### src/common/eth_tx_defines.svh
`ifndef ETH_TX_DEFINES_SVH
`define ETH_TX_DEFINES_SVH

// Memory word address, 512 words
`define ETH_ADDR_W 9

// Frame length in octets, 1 to 2047
`define ETH_LEN_W 11

`define ETH_PREAMBLE_OCTETS 7     // 0x55 octets ahead of the SFD

// Start-of-idle high after the last FCS bit, in CLK cycles
`define ETH_TAIL_CYCLES 6

`define ETH_LINK_PULSE_CYCLES 2   // Normal link pulse width in CLK cycles

`endif

### src/common/eth_frame_pkg.sv
`default_nettype none

package eth_frame_pkg;

  typedef logic [7:0] octet_t;

  // Memory word, element 3 (bits 31:24) is the first byte on the wire
  typedef octet_t [3:0] data_word_t;

  typedef logic [31:0] crc_t;

  localparam octet_t ETH_PREAMBLE_OCTET = 8'h55;
  localparam octet_t ETH_SFD            = 8'hD5;

  // Reflected form of 0x04C11DB7
  localparam crc_t ETH_CRC_POLY = 32'hEDB8_8320;
  localparam crc_t ETH_CRC_INIT = 32'hFFFF_FFFF;

  localparam int ETH_FCS_OCTETS = 4;   // FCS length in octets

endpackage

`default_nettype wire

### src/common/eth_tx_ctrl_pkg.sv
`default_nettype none

package eth_tx_ctrl_pkg;

  // Transmit sequence, one value per part of the frame
  typedef enum logic [2:0] {
    IDLE, PREAMBLE, SFD, DATA, FCS, TAIL, LINK
  } tx_phase_e;

  // What the Manchester encoder puts on the line
  typedef enum logic [1:0] {
    SILENT, ENCODE, HIGH
  } line_mode_e;

endpackage

`default_nettype wire

### src/common/octet_if.sv
`default_nettype none
`timescale 1ns/10ps

// Payload octet stream from the word reader to the shifter
interface octet_if;
  logic                  take;   // Sink loads a payload octet
  eth_frame_pkg::octet_t octet;  // Valid while avail is high
  logic                  avail;  // Current word still holds unsent octets
  logic                  last;   // Presented octet ends the payload

  modport src
  (
    input  take,
    output octet,
    output avail,
    output last
  );

  modport sink
  (
    output take,
    input  octet,
    input  avail,
    input  last
  );

  modport mon
  (
    input take,
    input octet
  );
endinterface

`default_nettype wire

### src/logic/tx_ctrl.sv
`default_nettype none
`timescale 1ns/10ps
`include "eth_tx_defines.svh"

module tx_ctrl
(
  input  wire logic                       CLK,
  input  wire logic                       RST,
  input  wire logic                       start,
  input  wire logic [`ETH_LEN_W-1:0]      send_len,
  input  wire logic                       link_pulse,
  input  wire logic                       abort,
  input  wire logic                       last,
  input  wire logic                       octet_done,
  output logic                            begin_frame,
  output logic                            crc_clear,
  output eth_tx_ctrl_pkg::tx_phase_e      phase,
  output logic [1:0]                      fcs_index,
  output eth_tx_ctrl_pkg::line_mode_e     line_mode,
  output logic                            done
);
  import eth_tx_ctrl_pkg::*;
  import eth_frame_pkg::*;

  logic [3:0]            cnt;          // Preamble octets, tail or link cycles
  logic [`ETH_LEN_W-1:0] len_q;        // Data octets still to send
  logic                  last_taken;   // Octet now on the wire is the final one
  logic                  od_q;         // First cycle of a new octet
  logic                  done_pre;
  logic                  abort_hit;
  logic                  end_data;

  assign begin_frame = start & (phase == IDLE);
  assign abort_hit   = abort & (phase != IDLE);
  assign end_data    = last_taken | (len_q == `ETH_LEN_W'(1));

  always_comb
  begin
    case (phase)
      PREAMBLE, SFD, DATA, FCS: line_mode = ENCODE;
      TAIL, LINK:               line_mode = HIGH;
      default:                  line_mode = SILENT;
    endcase
  end

  always_ff @(posedge CLK)
  begin
    if (!RST)
    begin
      phase      <= IDLE;
      cnt        <= 4'd0;
      fcs_index  <= 2'd0;
      len_q      <= '0;
      last_taken <= 1'b0;
      od_q       <= 1'b0;
      crc_clear  <= 1'b0;
      done_pre   <= 1'b0;
      done       <= 1'b0;
    end
    else
    begin
      od_q      <= octet_done;
      crc_clear <= begin_frame;
      done_pre  <= 1'b0;
      done      <= done_pre | abort_hit;
      if (abort_hit)
        phase <= IDLE;   // Line is forced low by the encoder
      else
      begin
        case (phase)
          IDLE:
          begin
            cnt        <= 4'd0;
            fcs_index  <= 2'd0;
            last_taken <= 1'b0;
            if (start)
            begin
              phase <= PREAMBLE;
              len_q <= send_len;
            end
            else if (link_pulse)
              phase <= LINK;
          end
          PREAMBLE:
          begin
            if (octet_done)
            begin
              cnt <= cnt + 4'd1;
              if (cnt == 4'(`ETH_PREAMBLE_OCTETS - 1))
                phase <= SFD;
            end
          end
          SFD:
          begin
            if (octet_done)
              phase <= DATA;
          end
          DATA:
          begin
            if (od_q)
              last_taken <= last;   // Load cycle of a payload octet
            if (octet_done)
            begin
              len_q <= len_q - 1'b1;
              if (end_data)
                phase <= FCS;
            end
          end
          FCS:
          begin
            if (octet_done)
            begin
              fcs_index <= fcs_index + 2'd1;
              if (fcs_index == 2'(ETH_FCS_OCTETS - 1))
              begin
                phase <= TAIL;
                cnt   <= 4'd0;
              end
            end
          end
          TAIL:
          begin
            cnt <= cnt + 4'd1;
            if (cnt == 4'(`ETH_TAIL_CYCLES - 1))
            begin
              phase    <= IDLE;
              done_pre <= 1'b1;
            end
          end
          LINK:
          begin
            cnt <= cnt + 4'd1;
            if (cnt == 4'(`ETH_LINK_PULSE_CYCLES - 1))
            begin
              phase    <= IDLE;
              done_pre <= 1'b1;
            end
          end
          default: phase <= IDLE;
        endcase
      end
    end
  end

endmodule

`default_nettype wire

### src/logic/word_fetch.sv
`default_nettype none
`timescale 1ns/10ps
`include "eth_tx_defines.svh"

module word_fetch
(
  input  wire logic                      CLK,
  input  wire logic                      RST,
  input  wire logic                      begin_frame,
  input  wire logic [`ETH_LEN_W-1:0]     send_len,
  input  wire eth_frame_pkg::data_word_t rd_data,
  output logic [`ETH_ADDR_W-1:0]         rd_addr,
  output logic                           rd_en,
  octet_if.src                           oct
);
  import eth_frame_pkg::*;

  data_word_t            cur_word;
  data_word_t            nxt_word;    // Prefetched while cur_word drains
  logic                  cur_valid;
  logic                  nxt_valid;
  logic                  rd_pend;     // Memory answers this cycle
  logic [1:0]            byte_idx;    // Position in send order
  logic [`ETH_LEN_W-1:0] remaining;   // Octets not yet taken
  logic [`ETH_ADDR_W-1:0] addr;
  logic                  fetch_next;
  logic                  word_end;

  assign oct.octet  = cur_word[~byte_idx];   // Top byte first
  assign oct.avail  = cur_valid;
  assign oct.last   = cur_valid & (remaining == `ETH_LEN_W'(1));
  assign fetch_next = oct.take & (byte_idx == 2'd0) & (remaining > `ETH_LEN_W'(4));
  assign word_end   = (byte_idx == 2'd3) | oct.last;
  assign rd_addr    = addr;

  always_ff @(posedge CLK)
  begin
    if (!RST)
    begin
      rd_en     <= 1'b0;
      rd_pend   <= 1'b0;
      cur_valid <= 1'b0;
      nxt_valid <= 1'b0;
      byte_idx  <= 2'd0;
      remaining <= '0;
      addr      <= '0;
    end
    else
    begin
      rd_en   <= begin_frame | fetch_next;
      rd_pend <= rd_en;
      if (rd_en)
        addr <= addr + 1'b1;
      if (begin_frame)
      begin
        cur_valid <= 1'b0;
        nxt_valid <= 1'b0;
        byte_idx  <= 2'd0;
        remaining <= send_len;
        addr      <= '0;
      end
      else if (oct.take)
      begin
        remaining <= remaining - 1'b1;
        byte_idx  <= word_end ? 2'd0 : byte_idx + 2'd1;
        if (word_end)
        begin
          cur_valid <= nxt_valid & ~oct.last;
          nxt_valid <= 1'b0;
        end
      end
      else if (rd_pend)
      begin
        if (cur_valid)
          nxt_valid <= 1'b1;
        else
          cur_valid <= 1'b1;
      end
    end
  end

  always_ff @(posedge CLK)
  begin
    if (oct.take & word_end)
      cur_word <= nxt_word;
    else if (rd_pend)
    begin
      if (cur_valid)
        nxt_word <= rd_data;
      else
        cur_word <= rd_data;
    end
  end

endmodule

`default_nettype wire

### src/logic/crc32_gen.sv
`default_nettype none
`timescale 1ns/10ps

module crc32_gen
(
  input  wire logic       CLK,
  input  wire logic       RST,
  input  wire logic       crc_clear,
  input  wire logic [1:0] fcs_index,
  octet_if.mon            oct,
  output eth_frame_pkg::octet_t fcs_octet
);
  import eth_frame_pkg::*;

  crc_t crc_q;

  // One octet through the reflected CRC-32, low bit first
  function automatic crc_t crc_step(input crc_t crc, input octet_t data);
    crc_t c;
    c = crc ^ {24'h0, data};
    for (int i = 0; i < 8; i++)
      c = c[0] ? ((c >> 1) ^ ETH_CRC_POLY) : (c >> 1);
    return c;
  endfunction

  // FCS goes out complemented, low byte first
  assign fcs_octet = ~crc_q[{fcs_index, 3'b000} +: 8];

  always_ff @(posedge CLK)
  begin
    if (!RST)
      crc_q <= ETH_CRC_INIT;
    else if (crc_clear)
      crc_q <= ETH_CRC_INIT;
    else if (oct.take)
      crc_q <= crc_step(crc_q, oct.octet);
  end

endmodule

`default_nettype wire

### src/logic/octet_shifter.sv
`default_nettype none
`timescale 1ns/10ps

module octet_shifter
(
  input  wire logic                       CLK,
  input  wire logic                       RST,
  input  wire eth_tx_ctrl_pkg::tx_phase_e phase,
  input  wire eth_frame_pkg::octet_t      fcs_octet,
  octet_if.sink                           oct,
  output logic                            tx_bit,
  output logic                            octet_done
);
  import eth_tx_ctrl_pkg::*;
  import eth_frame_pkg::*;

  octet_t     sr;          // Bits still to go, LSB on the line
  octet_t     next_octet;
  logic [2:0] bit_cnt;
  logic       half;        // Second half of the current bit
  logic       active;
  logic       load;

  assign active = (phase == PREAMBLE) | (phase == SFD) | (phase == DATA) | (phase == FCS);
  // First half of bit 0, the new octet goes straight to the line
  assign load       = active & ~half & (bit_cnt == 3'd0);
  assign oct.take   = load & (phase == DATA) & oct.avail;
  assign tx_bit     = load ? next_octet[0] : sr[0];
  assign octet_done = active & half & (bit_cnt == 3'd7);

  always_comb
  begin
    case (phase)
      PREAMBLE: next_octet = ETH_PREAMBLE_OCTET;
      SFD:      next_octet = ETH_SFD;
      DATA:     next_octet = oct.octet;
      FCS:      next_octet = fcs_octet;
      default:  next_octet = 8'h00;
    endcase
  end

  always_ff @(posedge CLK)
  begin
    if (!RST)
    begin
      bit_cnt <= 3'd0;
      half    <= 1'b0;
    end
    else if (!active)
    begin
      bit_cnt <= 3'd0;
      half    <= 1'b0;
    end
    else
    begin
      half <= ~half;
      if (half)
        bit_cnt <= bit_cnt + 3'd1;   // Wraps to 0 after octet_done
    end
  end

  always_ff @(posedge CLK)
  begin
    if (load)
      sr <= next_octet;
    else if (half)
      sr <= {1'b0, sr[7:1]};
  end

endmodule

`default_nettype wire

### src/logic/manchester_enc.sv
`default_nettype none
`timescale 1ns/10ps

module manchester_enc
(
  input  wire logic                        CLK,
  input  wire logic                        RST,
  input  wire logic                        tx_bit,
  input  wire eth_tx_ctrl_pkg::line_mode_e line_mode,
  input  wire logic                        abort,
  output logic                             tx_wire
);
  import eth_tx_ctrl_pkg::*;

  logic       half_q;
  logic       second;   // Second half-bit of the current bit

  // Entering ENCODE always starts on a first half
  assign second = half_q;

  always_ff @(posedge CLK)
  begin
    if (!RST)
    begin
      tx_wire <= 1'b0;
      half_q  <= 1'b0;
    end
    else
    begin
      half_q <= (line_mode == ENCODE) & ~second;
      if (abort)
        tx_wire <= 1'b0;
      else
      begin
        case (line_mode)
          ENCODE:  tx_wire <= second ? tx_bit : ~tx_bit;   // A one goes low to high
          HIGH:    tx_wire <= 1'b1;
          default: tx_wire <= 1'b0;
        endcase
      end
    end
  end

endmodule

`default_nettype wire

### src/logic/eth_tx_top.sv
`default_nettype none
`timescale 1ns/10ps
`include "eth_tx_defines.svh"

module eth_tx_top
(
  input  wire logic                      CLK,
  input  wire logic                      RST,
  input  wire logic                      start,
  input  wire logic [`ETH_LEN_W-1:0]     send_len,
  input  wire logic                      link_pulse,
  input  wire logic                      abort,
  input  wire eth_frame_pkg::data_word_t rd_data,
  output logic [`ETH_ADDR_W-1:0]         rd_addr,
  output logic                           rd_en,
  output logic                           tx_wire,
  output logic                           done
);
  import eth_tx_ctrl_pkg::*;
  import eth_frame_pkg::*;

  tx_phase_e  phase;
  line_mode_e line_mode;
  octet_t     fcs_octet;
  logic [1:0] fcs_index;
  logic       begin_frame;
  logic       crc_clear;
  logic       octet_done;
  logic       tx_bit;

  octet_if oct_bus ();

  tx_ctrl i_ctrl
  (
    .CLK         (CLK),
    .RST         (RST),
    .start       (start),
    .send_len    (send_len),
    .link_pulse  (link_pulse),
    .abort       (abort),
    .last        (oct_bus.last),
    .octet_done  (octet_done),
    .begin_frame (begin_frame),
    .crc_clear   (crc_clear),
    .phase       (phase),
    .fcs_index   (fcs_index),
    .line_mode   (line_mode),
    .done        (done)
  );

  word_fetch i_fetch
  (
    .CLK         (CLK),
    .RST         (RST),
    .begin_frame (begin_frame),
    .send_len    (send_len),
    .rd_data     (rd_data),
    .rd_addr     (rd_addr),
    .rd_en       (rd_en),
    .oct         (oct_bus.src)
  );

  crc32_gen i_crc
  (
    .CLK       (CLK),
    .RST       (RST),
    .crc_clear (crc_clear),
    .fcs_index (fcs_index),
    .oct       (oct_bus.mon),
    .fcs_octet (fcs_octet)
  );

  octet_shifter i_shift
  (
    .CLK        (CLK),
    .RST        (RST),
    .phase      (phase),
    .fcs_octet  (fcs_octet),
    .oct        (oct_bus.sink),
    .tx_bit     (tx_bit),
    .octet_done (octet_done)
  );

  manchester_enc i_enc
  (
    .CLK       (CLK),
    .RST       (RST),
    .tx_bit    (tx_bit),
    .line_mode (line_mode),
    .abort     (abort),
    .tx_wire   (tx_wire)
  );

endmodule

`default_nettype wire

### config.mk
export PLATFORM = sky130hd
export DESIGN_NAME = eth_tx_top
export DESIGN_NICKNAME = d
export VERILOG_FILES = /design/src/common/eth_frame_pkg.sv /design/src/common/eth_tx_ctrl_pkg.sv /design/src/common/octet_if.sv /design/src/logic/tx_ctrl.sv /design/src/logic/word_fetch.sv /design/src/logic/crc32_gen.sv /design/src/logic/octet_shifter.sv /design/src/logic/manchester_enc.sv /design/src/logic/eth_tx_top.sv
export VERILOG_INCLUDE_DIRS = /design/src /design/src/common
export SDC_FILE = /design/constraint.sdc
export NUM_CORES = 1
export LEC_CHECK = 0
export BUFFER_PORTS_ARGS = -buffer_cell sky130_fd_sc_hd__buf_2
export CAP_MARGIN = 30
export CORE_MARGIN = 8
export CORE_UTILIZATION = 60
export CTS_CLUSTER_SIZE = 10
export DETAILED_ROUTE_END_ITERATION = 7
export HOLD_SLACK_MARGIN = 0.08
export PLACE_DENSITY = 0.79
export SYNTH_ARGS = -nofsm -noshare
export SYNTH_HDL_FRONTEND = slang
export SYNTH_SLANG_ARGS = --single-unit
### constraint.sdc
create_clock -name CLK -period 4.9 [get_ports CLK]
set_input_delay 0.98 -clock CLK [delete_from_list [all_inputs] [get_ports CLK]]
set_output_delay 0.98 -clock CLK [all_outputs]
set_load 0.03 [all_outputs]
==> run metrics, run 1 <==
outcome=complete, no violations; root buffer cell=clkbuf_16; Pwr Total=roughly 4300 uW; final WL=between 15 and 20 mm; Starting Density=0.615; Post-CTS Resized=0; gr ovfl total=0; fin util=0.686; worst hold slack=~450 ps; Synth Area in Compound Gates=0.114; Hold WC Path Type=flop to flop; Clk Latency, worst-skew pair=~430 ps; post-synthesis cell type count=58; Area Overhead vs Synth=11.5%; Layout Skew=between 8 and 9 ps; DRT Pass-1 Iters=6; I/O pins=60; Hold-fix buffers, CTS=0; post-synthesis async set-or-reset flop share=0; RSZ-0062 raised after global routing=false; # diodes=0; post-CTS setup buffer count=0; Setup CP Type=flop to flop; syn avg cell area=between 10 and 15 um^2; fmax=roughly 320 MHz; PwrDens=between 400 and 500 mW/mm^2; die width=~130 um; startpoint types=flop; Core Area=~0.013 mm^2; first-pass GRT wire length=29.2 mm; final antenna-violating net count=0; Rel. slew slack=0.304; max-slew violation count=0; crit path DAT=about 3400 ps; synth warn=0; # nets final=approximately 860; CP Capture Type=flop; vias in the first global route=between 5,000 and 6,000; setup tns final=0 ps; final worst slack=about 1800 ps; syn_nets=809; Max Root-Sink Buffers=2; htree depth=4; share of the yosys chip area belonging to registers=0.482; GRT Total Usage=0.205; Max FO, Critical Path=24; row count=between 40 and 50; EDFF count, synth=72; initial detailed-routing violation count=between 400 and 500; Yosys reg bits=around 160; share of cells above drive strength 1=0.201; vias post-DR=between 5,000 and 6,000; routability cong.=between 0.9 and 1; Syn Inst Count=approximately 740; Num CTS Buffers=17; static leakage=approximately 0.0034 uW; Die Y=133 um; dpl ws=roughly 1900 ps; worst vdd ir=0.336 mV; Reg clk slew, reported paths=about 70 ps; largest net degree at the start of global routing=66; r2r setup slk=approximately 1800 ps; WL/cell=~18 um; simple-gate portion of the synthesized area=0.123; Worst Tran Pin Value=1040 ps; DRC=0; Synth Area in XOR/XNOR=0.127; post-synthesis adder-cell area fraction=0.0260; WP data required=about 5200 ps; Final Hold Vio Count=0; clock period minus worst slack=slightly above 3000 ps; DIE AREA=0.0176 mm^2; CTS tree=yes; max capacitance violation total=0; dpl hpwl=between 10 and 15 mm; Port-buffer cells=59; Netlist Area Pre-Place=~0.008 mm^2; Sink Count=~160; post-DR vias/cell=5.96; final setup fails=0; final period utilization=0.634; antenna violations before repair=0; Most used DFF post-synth=dfxtp_1; multiplexer area fraction after synthesis=0.0944; largest family of logic cells by synthesized area=XOR/XNOR gates
## cell usage after synthesis (7+ instances only)
cell / instances / area, um^2
dfxtp_1: 89 / 1780
nand2_1: 76 / 285
edfxtp_1: 72 / 2160
nor2_1: 65 / 244
a21oi_1: 48 / 240
xnor2_1: 45 / 394
mux2_2: 32 / 360
o21ai_0: 30 / 150
clkbuf_1: 28 / 105
o211ai_1: 27 / 203
xor2_1: 27 / 236
inv_1: 21 / 78.8
ha_1: 17 / 213
mux4_2: 13 / 293
nand3_1: 13 / 65.1
nor3_1: 12 / 60.1
xnor2_4: 9 / 248
or3_1: 8 / 50.1
a211oi_1: 7 / 52.6
nand2b_1: 7 / 43.8
## routing by layer
layer / part of all wire / global-route usage / vias up
met5: 0 / 0 / -
met4: 0.015 / 0.0751 / 0
met3: 0.049 / 0.0416 / 31
met2: 0.50 / 0.344 / 219
met1: 0.44 / 0.256 / 2804
li1: - / - / 2790
## report_power, final
group	internal, uW	switching (uW)
registers	1600	159
logic	464	764
clock network	713	574
total	2770	1500
## layout make-up
type / instances / area [um^2]
clock inverters: 15 / 143
clock buffers: 17 / 425
multi-input cells: 525 / 3960
repair buffers: 65 / 340
well taps: 176 / 220
flip-flops and latches: 161 / 3940
inverters: 21 / 78.8
fillers: 980 / 4180
## cells by family after synthesis
group,after synthesis
adders and majority gates,17
xor gates and xnor gates,89
buffers and inverters,58
AOI/OAI and AO/OA,150
DFF,161
and+or+nand+nor,217
muxes,52
## cell usage in the layout, fill, tap and decap left out, drive strengths merged, types with 13 or more instances in the layout
cell    count
dfxtp      89
nand2      76
edfxtp     72
nor2       66
buf        65
xnor2      58
a21oi      48
o21ai      33
mux2       32
inv        30
xor2       27
o211ai     27
ha         17
clkbuf     17
mux4       16
nand3      13
## worst max-delay path, cell delays in order (launching register included)
cell and delay (ps):
dfxtp_1 730, nand3b_1 730, o21ai_0 840, buf_4 280
o21ai_0 110, a22oi_1 190, nor2_1 60
## per-stage QoR
step / std cells / cell area [um^2]
after floorplan: 744 / 8180
after global placement: 947 / 8540
after detailed placement: 948 / 8550
after CTS: 980 / 9110
after global routing: 980 / 9110
final: 980 / 9110
## sequential cells by signal (all words and copies together), names as in the netlist, 2 cells and up
name / count
i_fetch.remaining: 11
i_ctrl.cnt: 4
i_ctrl.phase: 3
i_fetch.rd_addr: 9
i_crc.crc_q: 32
i_fetch.byte_idx: 2
i_fetch.nxt_word: 32
i_fetch.cur_word: 32
i_ctrl.len_q: 11
i_shift.sr: 8
i_ctrl.fcs_index: 2
i_shift.bit_cnt: 3
## final timing paths
kind                                              startpoint                           end  cells after the start
worst max-delay path            i_ctrl.phase[1]$_SDFFE_PP0P_  i_ctrl.len_q[6]$_SDFFE_PN0P_                      6
worst min-delay path              i_ctrl.done_pre$_SDFF_PP0_        i_ctrl.done$_SDFF_PN0_                      1
worst max register to register  i_ctrl.phase[1]$_SDFFE_PP0P_  i_ctrl.len_q[6]$_SDFFE_PN0P_                      6
worst min register to register    i_ctrl.done_pre$_SDFF_PP0_        i_ctrl.done$_SDFF_PN0_                      1
Power figures use the tool's default switching activity.
==> run 2, diff against run 1 <==
CORE_UTILIZATION = 55   (was 60)
PLACE_DENSITY = 0.77   (was 0.79)
clock period = 2.8 ns   (was 4.9 ns; I/O delays follow)
==> run 2 against run 1 <==
Compared with the run above: first-iteration DRC count grew 27%; wire length increased by 7.4%; clock skew increased by 0.56 ps; flip-flop and latch count is the same; sequential share of layout area is 1.0 points lower; critical endpoint is now i_ctrl.phase[0]$_SDFFE_PP0P_; largest cell class unchanged.
==> run metrics, run 2 (synthesized netlist as in run 1, its figures left out) <==
Worst Tran Pin Value=approximately 700 ps; RSZ-0062 raised after global routing=false; Rel. slew slack=0.529; Layout Skew=between 8 and 9 ps; CP cell instances=or3_1 -> nor4_1 -> nand4b_1 -> a211oi_1 -> o311ai_0 -> a21oi_1; WL/cell=between 15 and 20 um; gr ovfl total=0; CP Capture Type=flop; antenna violations before repair=0; Pwr Total=between 7000 and 8000 uW; Buf+Inv Stages, Crit Path=0; dpl hpwl=approximately 14 mm; largest net degree at the start of global routing=35; final worst slack=around 130 ps; Die Y=approximately 140 um; startpoint types=flop; crit path DAT=between 3000 and 4000 ps; setup tns final=0 ps; I/O pins=60; htree depth=4; Hold WC Path Type=input port to flop; DIE AREA=0.0190 mm^2; max-slew violation count=0; Worst path max stage delay=between 600 and 700 ps; Starting Density=0.563; Port-buffer cells=59; Max Root-Sink Buffers=2; final WL=about 19 mm; Setup CP Type=flop to flop; vias post-DR=5,957; vias in the first global route=roughly 6,000; fin util=0.642; Core Area=0.0145 mm^2; DRT Pass-1 Iters=7; critical path's slowest cell=a211oi_1; max capacitance violation total=0; final setup fails=0; outcome=complete, no violations; CP delay by family, top=simple AND/OR/NAND/NOR gates; # diodes=0; post-DR vias/cell=5.88; most common cell after layout, fill and taps aside=dfxtp_1; worst vdd ir=between 0.5 and 0.6 mV; share of cells above drive strength 1=0.229; dpl ws=~190 ps; initial detailed-routing violation count=slightly below 600; commonest non-fill, non-tap cells in the layout=dfxtp_1, nand2_1, edfxtp_1; die width=approximately 140 um; WP data required=about 3200 ps; Sink Count=between 150 and 200; r2r setup slk=approximately 130 ps; row count=44; final antenna-violating net count=0; static leakage=~0.0035 uW; # nets final=approximately 880; Reg clk slew, reported paths=around 60 ps; Max FO, Critical Path=6; Clk Latency, worst-skew pair=~430 ps; fmax=around 380 MHz; root buffer cell=clkbuf_16; GRT Total Usage=0.205; PwrDens=slightly above 800 mW/mm^2; CTS tree=yes; biggest regs=i_crc.crc_q: 32 flops, i_fetch.cur_word: 32 flops, i_fetch.nxt_word: 32 flops; Final Hold Vio Count=0; final period utilization=0.952; first-pass GRT wire length=between 30 and 40 mm; DRC=0; clock period minus worst slack=2670 ps; Area Overhead vs Synth=14.2%; Num CTS Buffers=17; routability cong.=around 0.90
[run 2: cell types whose count changed in the layout (fill, tap and decap cells not counted), sizes merged]
cell	previous run	this run
buf	65	90
clkinv	4	3
clkinvlp	1	2
[run 2: repair_timing]
action                                  in CTS  in global routing
buffers inserted                             0                  0
gates resized for setup                      0                  1
endpoints found under the setup margin       0                 41
hold buffers                                 0                  0
[run 2: layer usage]
metal,track usage,vias up,part of all wire
met3,0.0496,25,0.061
met2,0.341,208,0.49
li1,-,2836,-
met5,0,-,0
met1,0.254,2888,0.43
met4,0.0770,0,0.016
[run 2: per-stage QoR]
| stage | instances | instance area [um^2] | hold slack [ps] |
|---|---|---|---|
| floorplan | 744 | 8180 | 418 |
| CTS | 1013 | 9330 | 306 |
| finish | 1013 | 9330 | 323 |
| global placement | 981 | 8760 | 427 |
| global route | 1013 | 9330 | 309 |
| detailed placement | 981 | 8760 | 431 |
[run 2: path summary, 6_finish.rpt]
check / startpoint / to / cells after the start
worst max-delay path: i_ctrl.len_q[6]$_SDFFE_PN0P_ / i_ctrl.phase[0]$_SDFFE_PP0P_ / 6
worst min-delay path: rd_data[22] / i_fetch.nxt_word[22]$_DFFE_PP_ / 1
worst max register to register: i_ctrl.len_q[6]$_SDFFE_PN0P_ / i_ctrl.phase[0]$_SDFFE_PP0P_ / 6
worst min register to register: i_enc.half_q$_SDFF_PN0_ / i_enc.half_q$_SDFF_PN0_ / 1
[run 2: cell type report]
class	instances	area, um^2
multi-input cells	525	3970
inverters	21	78.8
well taps	184	230
flip-flops and latches	161	3940
clock buffers	17	425
clock inverters	15	145
fillers	1151	5200
repair buffers	90	541
[run 2: where the power goes]
part	total (uW)	internal (uW)	leakage (uW)	switching, uW
logic	2270	893	0.00184	1380
registers	3050	2800	0.00138	257
clock network	2270	1250	0.000280	1020
total	7600	4940	0.00350	2660
[run 2: worst reg2reg max path, stage by stage, from the launching register on]
cell	delay, ps
dfxtp_1	350
or3_1	450
nor4_1	450
nand4b_1	270
a211oi_1	650
o311ai_0	280
a21oi_1	170
